### src/rtl/frontend_defs.svh
`ifndef FRONTEND_DEFS_SVH
`define FRONTEND_DEFS_SVH

// first fetch address after reset
`define RESET_PC 32'h1c00_0000

// instruction queue entries, power of two
`define IQ_DEPTH 8

// major opcodes in inst[31:26]
`define OP_ALU3R  6'h00
`define OP_ALUI   6'h0a
`define OP_LOAD   6'h0e
`define OP_STORE  6'h0f
`define OP_BRANCH 6'h16
`define OP_BL     6'h15

// register usage classes
`define REG_TYPE_NONE 3'd0
`define REG_TYPE_RW   3'd1
`define REG_TYPE_RRW  3'd2
`define REG_TYPE_RR   3'd3
`define REG_TYPE_BL   3'd4

`endif

### src/rtl/frontend_pkg.sv
`include "frontend_defs.svh"

package frontend_pkg;

    typedef logic [31:0] pc_t;
    typedef logic [31:0] inst_word_t;
    typedef logic [4:0]  reg_idx_t;

    // how an instruction uses the register file
    typedef enum logic [2:0] {
        REG_NONE = `REG_TYPE_NONE,
        REG_RW   = `REG_TYPE_RW,
        REG_RRW  = `REG_TYPE_RRW,
        REG_RR   = `REG_TYPE_RR,
        REG_BL   = `REG_TYPE_BL
    } reg_type_e;

    typedef enum logic {
        FETCH_IDLE,
        FETCH_WAIT
    } fetch_state_e;

    typedef struct packed {
        reg_idx_t r_reg0;
        reg_idx_t r_reg1;
        reg_idx_t w_reg;
    } reg_info_t;

    // one queue entry
    typedef struct packed {
        pc_t        pc;
        inst_word_t inst;
        reg_type_e  reg_type;
        reg_info_t  reg_info;
    } inst_t;

    typedef struct packed {
        logic flush;
        pc_t  target;
    } redirect_t;

    typedef struct packed {
        logic valid;
        pc_t  addr;
    } bus_req_t;

    // low word at addr, high word at addr+4
    typedef struct packed {
        logic        valid;
        logic [63:0] data;
    } bus_resp_t;

endpackage

### src/rtl/fetch_stage.sv
`timescale 1ns/1ps

module fetch_stage (
    input  logic                       clk,
    input  logic                       rst_n,
    input  frontend_pkg::pc_t          pc_i,
    input  logic                       fetch_en_i,
    input  logic                       flush_i,
    input  logic                       space_i,
    input  logic                       bus_busy_i,
    output logic                       fire_o,
    output frontend_pkg::bus_req_t     bus_req_o,
    input  frontend_pkg::bus_resp_t    bus_resp_i,
    output frontend_pkg::inst_word_t [1:0] word_o,
    output frontend_pkg::pc_t [1:0]    pc_pair_o,
    output logic [1:0]                 wr_num_o
);
    import frontend_pkg::*;

    fetch_state_e state;
    pc_t          req_pc;
    pc_t          base_pc;
    logic         stale;
    logic         resp_take;

    assign fire_o = (state == FETCH_IDLE) && fetch_en_i && space_i
                    && !bus_busy_i && !flush_i;

    always_ff @(posedge clk) begin
        if (!rst_n) begin
            state <= FETCH_IDLE;
            stale <= 1'b0;
        end else begin
            case (state)
                FETCH_IDLE: begin
                    if (fire_o) begin
                        state <= FETCH_WAIT;
                        stale <= 1'b0;
                    end
                end
                FETCH_WAIT: begin
                    if (bus_resp_i.valid) begin
                        state <= FETCH_IDLE;
                        stale <= 1'b0;
                    end else if (flush_i) begin
                        // response still has to be consumed
                        stale <= 1'b1;
                    end
                end
                default: state <= FETCH_IDLE;
            endcase
        end
    end

    // pc of the pair in flight
    always_ff @(posedge clk) begin
        if (fire_o) begin
            req_pc <= pc_i;
        end
    end

    assign base_pc         = {req_pc[31:3], 3'b000};
    assign bus_req_o.valid = (state == FETCH_WAIT);
    assign bus_req_o.addr  = base_pc;

    // a flush in the response cycle also kills the pair
    assign resp_take = (state == FETCH_WAIT) && bus_resp_i.valid && !stale && !flush_i;

    always_comb begin
        word_o[1]    = bus_resp_i.data[63:32];
        pc_pair_o[1] = {req_pc[31:3], 3'b100};
        if (req_pc[2]) begin
            // odd entry sends only the high word and moves it down to slot 0
            word_o[0]    = bus_resp_i.data[63:32];
            pc_pair_o[0] = {req_pc[31:3], 3'b100};
        end else begin
            word_o[0]    = bus_resp_i.data[31:0];
            pc_pair_o[0] = base_pc;
        end
        if (!resp_take) begin
            wr_num_o = 2'd0;
        end else if (req_pc[2]) begin
            wr_num_o = 2'd1;
        end else begin
            wr_num_o = 2'd2;
        end
    end

endmodule

### src/rtl/frontend.sv
`timescale 1ns/1ps

module frontend (
    input  logic                      clk,
    input  logic                      rst_n,
    input  frontend_pkg::redirect_t   redirect_i,
    input  logic                      wait_i,
    input  logic                      int_i,
    input  logic [1:0]                issue_num_i,
    input  logic                      backend_stall_i,
    output frontend_pkg::inst_t [1:0] inst_o,
    output logic [1:0]                inst_valid_o,
    output frontend_pkg::bus_req_t    bus_req_o,
    input  frontend_pkg::bus_resp_t   bus_resp_i,
    input  logic                      bus_busy_i
);
    import frontend_pkg::*;

    pc_t              pc;
    logic             fetch_en;
    logic             fire;
    logic             space;
    inst_word_t [1:0] word;
    pc_t [1:0]        pc_pair;
    logic [1:0]       wr_num;
    inst_t [1:0]      wr_data;

    pc_gen pc_gen_i (
        .clk        (clk),
        .rst_n      (rst_n),
        .redirect_i (redirect_i),
        .wait_i     (wait_i),
        .int_i      (int_i),
        .fire_i     (fire),
        .pc_o       (pc),
        .fetch_en_o (fetch_en)
    );

    fetch_stage fetch_stage_i (
        .clk        (clk),
        .rst_n      (rst_n),
        .pc_i       (pc),
        .fetch_en_i (fetch_en),
        .flush_i    (redirect_i.flush),
        .space_i    (space),
        .bus_busy_i (bus_busy_i),
        .fire_o     (fire),
        .bus_req_o  (bus_req_o),
        .bus_resp_i (bus_resp_i),
        .word_o     (word),
        .pc_pair_o  (pc_pair),
        .wr_num_o   (wr_num)
    );

    // one predecoder per slot, packed straight into queue entries
    for (genvar i = 0; i < 2; i++) begin : g_slot
        inst_predecoder predecoder_i (
            .inst_i     (word[i]),
            .type_o     (wr_data[i].reg_type),
            .reg_info_o (wr_data[i].reg_info)
        );
        assign wr_data[i].pc   = pc_pair[i];
        assign wr_data[i].inst = word[i];
    end

    inst_queue inst_queue_i (
        .clk        (clk),
        .rst_n      (rst_n),
        .flush_i    (redirect_i.flush),
        .wr_num_i   (wr_num),
        .wr_data_i  (wr_data),
        .space_o    (space),
        .rd_valid_o (inst_valid_o),
        .rd_data_o  (inst_o),
        .rd_stall_i (backend_stall_i),
        .rd_num_i   (issue_num_i)
    );

endmodule

### src/rtl/inst_predecoder.sv
`timescale 1ns/1ps
`include "frontend_defs.svh"

module inst_predecoder (
    input  frontend_pkg::inst_word_t inst_i,
    output frontend_pkg::reg_type_e  type_o,
    output frontend_pkg::reg_info_t  reg_info_o
);
    import frontend_pkg::*;

    logic [5:0] opcode;
    reg_type_e  reg_type;

    assign opcode = inst_i[31:26];

    // opcode class
    always_comb begin
        case (opcode)
            `OP_ALU3R: begin
                reg_type = REG_RRW;
            end
            `OP_ALUI,
            `OP_LOAD: begin
                reg_type = REG_RW;
            end
            `OP_STORE,
            `OP_BRANCH: begin
                reg_type = REG_RR;
            end
            `OP_BL: begin
                reg_type = REG_BL;
            end
            default: begin
                reg_type = REG_NONE;
            end
        endcase
    end

    // register fields by class
    always_comb begin
        reg_info_o.r_reg0 = '0;
        reg_info_o.r_reg1 = '0;
        reg_info_o.w_reg  = '0;
        case (reg_type)
            REG_RRW: begin
                reg_info_o.r_reg0 = inst_i[14:10];
                reg_info_o.r_reg1 = inst_i[9:5];
                reg_info_o.w_reg  = inst_i[4:0];
            end
            REG_RW: begin
                reg_info_o.r_reg1 = inst_i[9:5];
                reg_info_o.w_reg  = inst_i[4:0];
            end
            REG_RR: begin
                // stores and branches read rd as a source
                reg_info_o.r_reg0 = inst_i[4:0];
                reg_info_o.r_reg1 = inst_i[9:5];
            end
            REG_BL: begin
                // link register
                reg_info_o.w_reg = 5'd1;
            end
            default: begin
                reg_info_o.w_reg = '0;
            end
        endcase
    end

    assign type_o = reg_type;

endmodule

### src/rtl/inst_queue.sv
`timescale 1ns/1ps
`include "frontend_defs.svh"

module inst_queue #(
    parameter int DEPTH = `IQ_DEPTH
) (
    input  logic                     clk,
    input  logic                     rst_n,
    input  logic                     flush_i,
    input  logic [1:0]               wr_num_i,
    input  frontend_pkg::inst_t [1:0] wr_data_i,
    output logic                     space_o,
    output logic [1:0]               rd_valid_o,
    output frontend_pkg::inst_t [1:0] rd_data_o,
    input  logic                     rd_stall_i,
    input  logic [1:0]               rd_num_i
);
    import frontend_pkg::*;

    localparam int PTR_W = $clog2(DEPTH);
    localparam int CNT_W = $clog2(DEPTH + 1);

    inst_t            mem [DEPTH];
    logic [PTR_W-1:0] rd_ptr;
    logic [PTR_W-1:0] wr_ptr;
    logic [CNT_W-1:0] count;
    logic [1:0]       pop_num;

    // pop request clipped to 2 and to what is held
    always_comb begin
        if (rd_stall_i || count == '0) begin
            pop_num = 2'd0;
        end else if (count == CNT_W'(1)) begin
            pop_num = (rd_num_i != 2'd0) ? 2'd1 : 2'd0;
        end else begin
            pop_num = (rd_num_i > 2'd2) ? 2'd2 : rd_num_i;
        end
    end

    always_ff @(posedge clk) begin
        if (!rst_n || flush_i) begin
            rd_ptr <= '0;
            wr_ptr <= '0;
            count  <= '0;
        end else begin
            rd_ptr <= rd_ptr + PTR_W'(pop_num);
            wr_ptr <= wr_ptr + PTR_W'(wr_num_i);
            count  <= count + CNT_W'(wr_num_i) - CNT_W'(pop_num);
        end
    end

    // storage
    always_ff @(posedge clk) begin
        if (wr_num_i != 2'd0) begin
            mem[wr_ptr] <= wr_data_i[0];
        end
        if (wr_num_i == 2'd2) begin
            mem[wr_ptr + PTR_W'(1)] <= wr_data_i[1];
        end
    end

    // room for a whole pair
    assign space_o = (count <= CNT_W'(DEPTH - 2));

    assign rd_valid_o[0] = (count >= CNT_W'(1));
    assign rd_valid_o[1] = (count >= CNT_W'(2));
    assign rd_data_o[0]  = mem[rd_ptr];
    assign rd_data_o[1]  = mem[rd_ptr + PTR_W'(1)];

endmodule

### src/rtl/pc_gen.sv
`timescale 1ns/1ps
`include "frontend_defs.svh"

module pc_gen (
    input  logic                   clk,
    input  logic                   rst_n,
    input  frontend_pkg::redirect_t redirect_i,
    input  logic                   wait_i,
    input  logic                   int_i,
    input  logic                   fire_i,
    output frontend_pkg::pc_t      pc_o,
    output logic                   fetch_en_o
);
    import frontend_pkg::*;

    pc_t  pc;
    pc_t  pc_next_pair;
    logic idle_lock;

    // start of the following aligned pair
    assign pc_next_pair = {pc[31:3], 3'b000} + 32'd8;

    always_ff @(posedge clk) begin
        if (!rst_n) begin
            pc <= `RESET_PC;
        end else if (redirect_i.flush) begin
            // redirect wins over a fetch in the same cycle
            pc <= redirect_i.target;
        end else if (fire_i) begin
            pc <= pc_next_pair;
        end
    end

    // wait sets the idle lock and interrupt releases it
    always_ff @(posedge clk) begin
        if (!rst_n) begin
            idle_lock <= 1'b0;
        end else if (wait_i && !int_i) begin
            idle_lock <= 1'b1;
        end else if (int_i) begin
            idle_lock <= 1'b0;
        end
    end

    assign pc_o       = pc;
    assign fetch_en_o = !idle_lock;

endmodule

### config.mk
export PLATFORM = sky130hd
export DESIGN_NAME = frontend
export DESIGN_NICKNAME = d
export VERILOG_FILES = /design/src/rtl/frontend_pkg.sv /design/src/rtl/fetch_stage.sv /design/src/rtl/frontend.sv /design/src/rtl/inst_predecoder.sv /design/src/rtl/inst_queue.sv /design/src/rtl/pc_gen.sv
export VERILOG_INCLUDE_DIRS = /design/src /design/src/rtl
export SDC_FILE = /design/constraint.sdc
export NUM_CORES = 1
export LEC_CHECK = 0
export BUFFER_PORTS_ARGS = -buffer_cell sky130_fd_sc_hd__buf_4
export CAP_MARGIN = 20
export CORE_AREA = 2 2 343 345
export CTS_BUF_LIST = sky130_fd_sc_hd__clkbuf_8
export DETAILED_ROUTE_END_ITERATION = 10
export DIE_AREA = 0 0 345 347
export PLACE_DENSITY = 0.6
export SETUP_SLACK_MARGIN = 0.15
export SLEW_MARGIN = 10
export SYNTH_ARGS = -nofsm -noshare
export SYNTH_HDL_FRONTEND = slang
export SYNTH_SLANG_ARGS = --single-unit
### constraint.sdc
create_clock -name clk -period 13.7 [get_ports clk]
set_clock_uncertainty 0.1 [all_clocks]
set_input_delay 0 -clock clk [delete_from_list [all_inputs] [get_ports clk]]
set_output_delay 0 -clock clk [all_outputs]
set_load 0.01 [all_outputs]
Word level (Yosys, flattened, before mapping). Memory sizes are Yosys's and may differ from the RTL's. A register that Yosys moved wholly into a read port is not among the register bits. Cells that the tools add are included.

Flip-flop bits (word level): 77. Memory bits (writable): 656. Input bits: 106. Memories: 1.

Memories: inst_queue_i.mem (depth 8, bits a word 82, rd ports 2, clocked after memory_dff 1, write ports 2, line inst_queue.sv:23) `inst_t mem [DEPTH];`.

Add/subtract/negate cells: 7. $lt $le $gt $ge: 4. Eq/ne operators: 22. Multiplexer cells: 32. Bitwise operators: 1. Reductions and logical operators: 32.

Operators by type and width (count): 2-to-1 mux 32 bit (3); one-hot mux 5 bit (2 select lines) (4); == test 6 x 4 -> 1 bit, second input constant (6); adder 32 x 4 -> 32 bit, second input constant (1); == test 6 x 5 -> 1 bit, second input constant (4); one-hot mux 3 bit (4 select lines) (2); == test 3 x 2 -> 1 bit, second input constant (4); zero test 6 bit (2); 2-to-1 mux 1 bit (12); OR reduction 2 bit (6); 2-to-1 mux 2 bit (5); 2-to-1 mux 5 bit (2); logical AND 1 bit (8); nonzero test 2 bit (4); adder 3 x 1 -> 3 bit, second input constant (2); adder 3 x 2 -> 3 bit (2); == test 3 x 1 -> 1 bit, second input constant (2); == test 3 bit, second input constant (2); zero test 1 bit (6); 2-to-1 mux 3 bit (2); OR reduction 3 bit (2); adder 4 x 2 -> 4 bit (1); == test 4 x 1 -> 1 bit, second input constant (1); greater-or-equal comparator 4 x 1 -> 1 bit, second input constant (1); 12 further kinds (14).

Longest topological paths before layout.
Depth after elaboration: 7. Depth in mapped cells: 12. Depth with buffers taken out: 12.

Cells and area by module. From an unflattened synthesis, not the netlist that was laid out.

Cell total of the unflattened synthesis: 2546. Area total of the unflattened synthesis: 43068.8 um^2.

Modules (own cells, without submodules): inst_queue (times used 1, cells each 2063, area each 38216.7 um^2, sequential area each 19899.1 um^2); fetch_stage (times used 1, cells each 179, area each 2304.7 um^2, sequential area each 940.9 um^2); pc_gen (times used 1, cells each 228, area each 1961.9 um^2, sequential area each 660.6 um^2); inst_predecoder (times used 2, cells each 38, area each 292.8 um^2, sequential area each 0.0 um^2).

Worst setup path before layout. OpenSTA, ideal clock, no wires.

Kind: reg-to-reg. From: register inst_queue_i.wr_ptr[0]. To: memory inst_queue_i.mem[6][0] (netlist bit), enable pin. Arrival time: 3802 ps. Required time: 13129 ps. Path slack: 9327 ps. Stages on the path, launching flop included: 7. Clock period less this slack: 4373 ps. Path through: dfxtp_1 ha_1 clkbuf_1 nor2b_1 a21oi_1 mux2i_1 clkbuf_1.

RTL lines: from (decl) (line inst_queue.sv:25) `logic [PTR_W-1:0] wr_ptr;`; from (signal assigned) (line inst_queue.sv:47) `wr_ptr <= wr_ptr + PTR_W'(wr_num_i);`; to (decl) (line inst_queue.sv:23).

==> results by group <==
Global route
  – Grt total ovfl: 0
  – Pin count of the biggest net entering global routing: between 100 and 150
  – Vias in the first global route: 27919
  – Global-route wire length before repair: about 190 mm
  – Total global-route track usage: 21.0%
  – Antenna violations before repair: 6

STA
  – Slew Limit Fails: 0
  – Final Cycle Share: between 30 and 40%
  – Fmax: 189 MHz
  – Tmin final: around 5.3 ns
  – Setup TNS: 0 ns
  – Final Hold Viols: 0
  – RSZ-0062 raised after global routing: false
  – # setup viols final: 0
  – Worst-Margin Slew: 1.13 ns
  – Rel. slew slack: approximately a quarter

Floorplan
  – Starting Density: approximately 34%
  – Placeable core region: 116000 um^2
  – Ports: 305
  – Die area: 120000 um^2
  – Site Rows: between 100 and 150
  – Die span in y: 347 um
  – Die X: roughly 350 um

Detailed routing
  – WL final: around 130 mm
  – Met3 WL: ~12 mm
  – Vias: ~28000
  – Met1 wire length: between 50 and 60 mm
  – Routed wl met2: between 60 and 70 mm
  – Post-DRT Antenna Nets: 0
  – Wire per inst: approximately 26 um
  – DRC viols: 0
  – Pre-antenna DRT Iters: 6
  – DR iter-0 viols: 2965
  – Max layer used: met4
  – Vias per cell: 5.67

Clock network
  – CTS tree: done
  – H-Tree Depth: 4
  – Post-CTS Setup Inserts: 0
  – CTS Buffer Depth: 3
  – Root Buffer: clkbuf_8
  – Clk Latency, worst-skew pair: 0.80 ns
  – CTS clk-pin slew, worst paths: around 0.06 ns
  – Post_cts resized: 0
  – CTS Buf Count: 130
  – # hold bufs at CTS: roughly 250
  – Clk sink count: around 710

Critical path
  – R2R cell count: 6
  – Crit path arrival time: 5.18 ns
  – CP endpoint kind: output port
  – Required @ worst endpoint: 13.60 ns
  – CP startpoint kind: flip-flop
  – Crit path kind: flip-flop to output port
  – CP max FO: slightly above 60

Synthesis
  – Number of enable flip-flop cells after synthesis: about 660
  – Count of different cell masters after synthesis: just under 80
  – Ys flop type: edfxtp_1
  – Mapped Cells: 2846
  – Top post-synthesis cells by count: 662 x edfxtp_1, 324 x nand2_1, 320 x mux4_2, 273 x o21ai_0, 249 x and2_1
  – Seq/Total Area, Yosys: a little over half
  – Yosys top cell by area: edfxtp_1
  – Ranking of synthesized cells by area: edfxtp_1 51%, mux4_2 18%, mux2_2 4.6%, and2_1 4.0%, o21ai_0 3.5%
  – Synth warn: 0
  – Ys async rst share: 0%
  – Synth top area share: between 50 and 60%
  – Synth Cell Area: 39200 um^2
  – Syn avg cell area: between 10 and 15 um^2
  – Count leader, synth: edfxtp_1
  – #FFs+latches synth: slightly above 700

Power
  – Seq pwr share: between 40% and 50%
  – Combinational cell fraction of total power: between 15 and 20%
  – Net switching power: between 1 and 1.5 mW
  – P_int: approximately 3.8 mW
  – Clk network pwr share: ~35%
  – Leak: around 15 nW
  – Maximum VDD drop: approximately 0.063 mV
  – Pwr/cell area: ~110 nW/um^2
  – Sw frac: between 20 and 30%

Min path
  – Worst hold path type: input port to flip-flop
  – Hold path depth: 4

Place
  – Port Buffers: just under 300
  – Post-DP Area: around 42000 um^2
  – GPL Wtd Cong: 0.795
  – HPWL Detailed: 72.8 mm

Cells and area
  – Area of the multi-input gates: 16900 um^2
  – Share of cells above drive strength 1: 31.3%
  – Fill cells: approximately 11000
  – Area growth syn-to-layout: 20.9%
  – Register Area: about 21000 um^2
  – Final instance area: between 40000 and 50000 um^2
  – Final net count: about 3400

Outcome
  – Outcome: finished, final reports clean

Flow run
  – Max_cap viols: 0
==> cell type report <==
cell class              instances  area share (%)
clock buffers                 131            3.80
diodes                          9          0.0475
repair buffers                604            11.0
inverters                      22           0.174
clock inverters               100            1.07
well taps                    1524            4.02
multi-input cells            1805            35.7
flip-flops and latches        713            44.1
==> metal layers <==
layer | global-route usage, % | up-vias
met5 | 0 | -
met4 | 8.36 | 0
met3 | 5.06 | 292
met2 | 34.1 | 1515
met1 | 27.2 | 14095
li1 | - | 11915
==> final timing paths <==
check / from / end / slack (ns)
setup / recovery: inst_queue_i.rd_ptr[0]$_SDFF_PP0_ / inst_o[129] / 8.42
hold / removal: bus_resp_i[32] / inst_queue_i.mem[5][18]$_DFFE_PP_ / 0.08
setup reg to reg: inst_queue_i.wr_ptr[0]$_SDFF_PP0_ / inst_queue_i.mem[1][63]$_DFFE_PP_ / 9.22
hold reg to reg: pc_gen_i.pc_o[30]$_SDFFE_PN0P_ / fetch_stage_i.req_pc[30]$_DFFE_PP_ / 0.37
==> cells in the final DEF, fill, tap and decap left out, drive strengths merged, types with 8 or more instances in the layout <==
| master | Yosys | final |
|---|---|---|
| nor2b | 11 | 11 |
| buf | 168 | 351 |
| o22a | 13 | 13 |
| mux4 | 320 | 320 |
| edfxtp | 662 | 662 |
| clkinvlp | 0 | 11 |
| o21ai | 286 | 286 |
| nand2b | 14 | 14 |
| a21oi | 42 | 42 |
| nand4 | 8 | 8 |
| o22ai | 92 | 92 |
| nand2 | 324 | 324 |
| ha | 12 | 12 |
| nand3 | 21 | 21 |
| diode | 0 | 9 |
| and2 | 250 | 250 |
| mux2i | 39 | 39 |
| clkbuf | 144 | 131 |
| nor4 | 12 | 12 |
| xor2 | 9 | 9 |
| inv | 22 | 69 |
| o32ai | 43 | 43 |
| dfxtp | 51 | 51 |
| nor2 | 29 | 29 |
| nor3 | 20 | 20 |
| mux2 | 160 | 160 |
| dlygate4sd3 | 0 | 253 |
| xnor2 | 24 | 24 |
| clkinv | 0 | 40 |
==> kinds of logic after synthesis <==
logic type	Yosys count	synth area share, %
flip-flops	713	53.3
adder cells (fa/ha/maj)	16	0.587
AO/OA/AOI/OAI	507	7.69
AND/OR/NAND/NOR	723	9.68
XOR/XNOR	33	0.737
buffers and inverters	334	4.02
other	1	0.00956
multiplexers	519	24.0
==> through the flow <==
| step | instances | worst slack (ns) | power [mW] | hold WS, ns | util (%) |
|---|---|---|---|---|---|
| 5_1_grt | 4901 | 8.20 | 5.46 | 0.0689 | 40.9 |
| 3_3_place_gp | 4409 | 9.13 | 3.38 | 0.0630 | 36.7 |
| 2_1_floorplan | 2852 | 9.33 | 3.04 | -0.0239 | - |
| 3_5_place_dp | 4411 | 9.12 | 3.39 | 0.0656 | 36.7 |
| 4_1_cts | 4895 | 8.25 | 5.31 | 0.00411 | 40.9 |
| 6_report | 4908 | 8.42 | 5.27 | 0.0821 | 41.0 |
==> power by group through the flow <==
stage	logic [mW]	registers (mW)	clock network (mW)
floorplan	0.591	2.45	0
CTS	0.966	2.44	1.90
global placement	0.901	2.48	0
finish	0.964	2.44	1.87
detailed placement	0.903	2.48	0
global route	1.02	2.45	1.99
==> registers in the layout, summed over array words and instances (netlist names) <==
| register | cells |
|---|---|
| inst_queue_i.rd_ptr | 3 |
| pc_gen_i.idle_lock | 1 |
| fetch_stage_i.req_pc | 30 |
| inst_queue_i.mem | 640 |
| inst_queue_i.wr_ptr | 3 |
| inst_queue_i.count | 4 |
| fetch_stage_i.state | 1 |
| pc_gen_i.pc_o | 30 |
| fetch_stage_i.stale | 1 |
==> critical path, stage by stage, from the launching register on <==
cell and delay, ns:
dfxtp_4 0.77, ha_4 0.88, buf_4 0.99, buf_4 0.75, mux4_2 0.42, mux2_2 0.35
buf_4 0.17
Power figures use the tool's default switching activity.
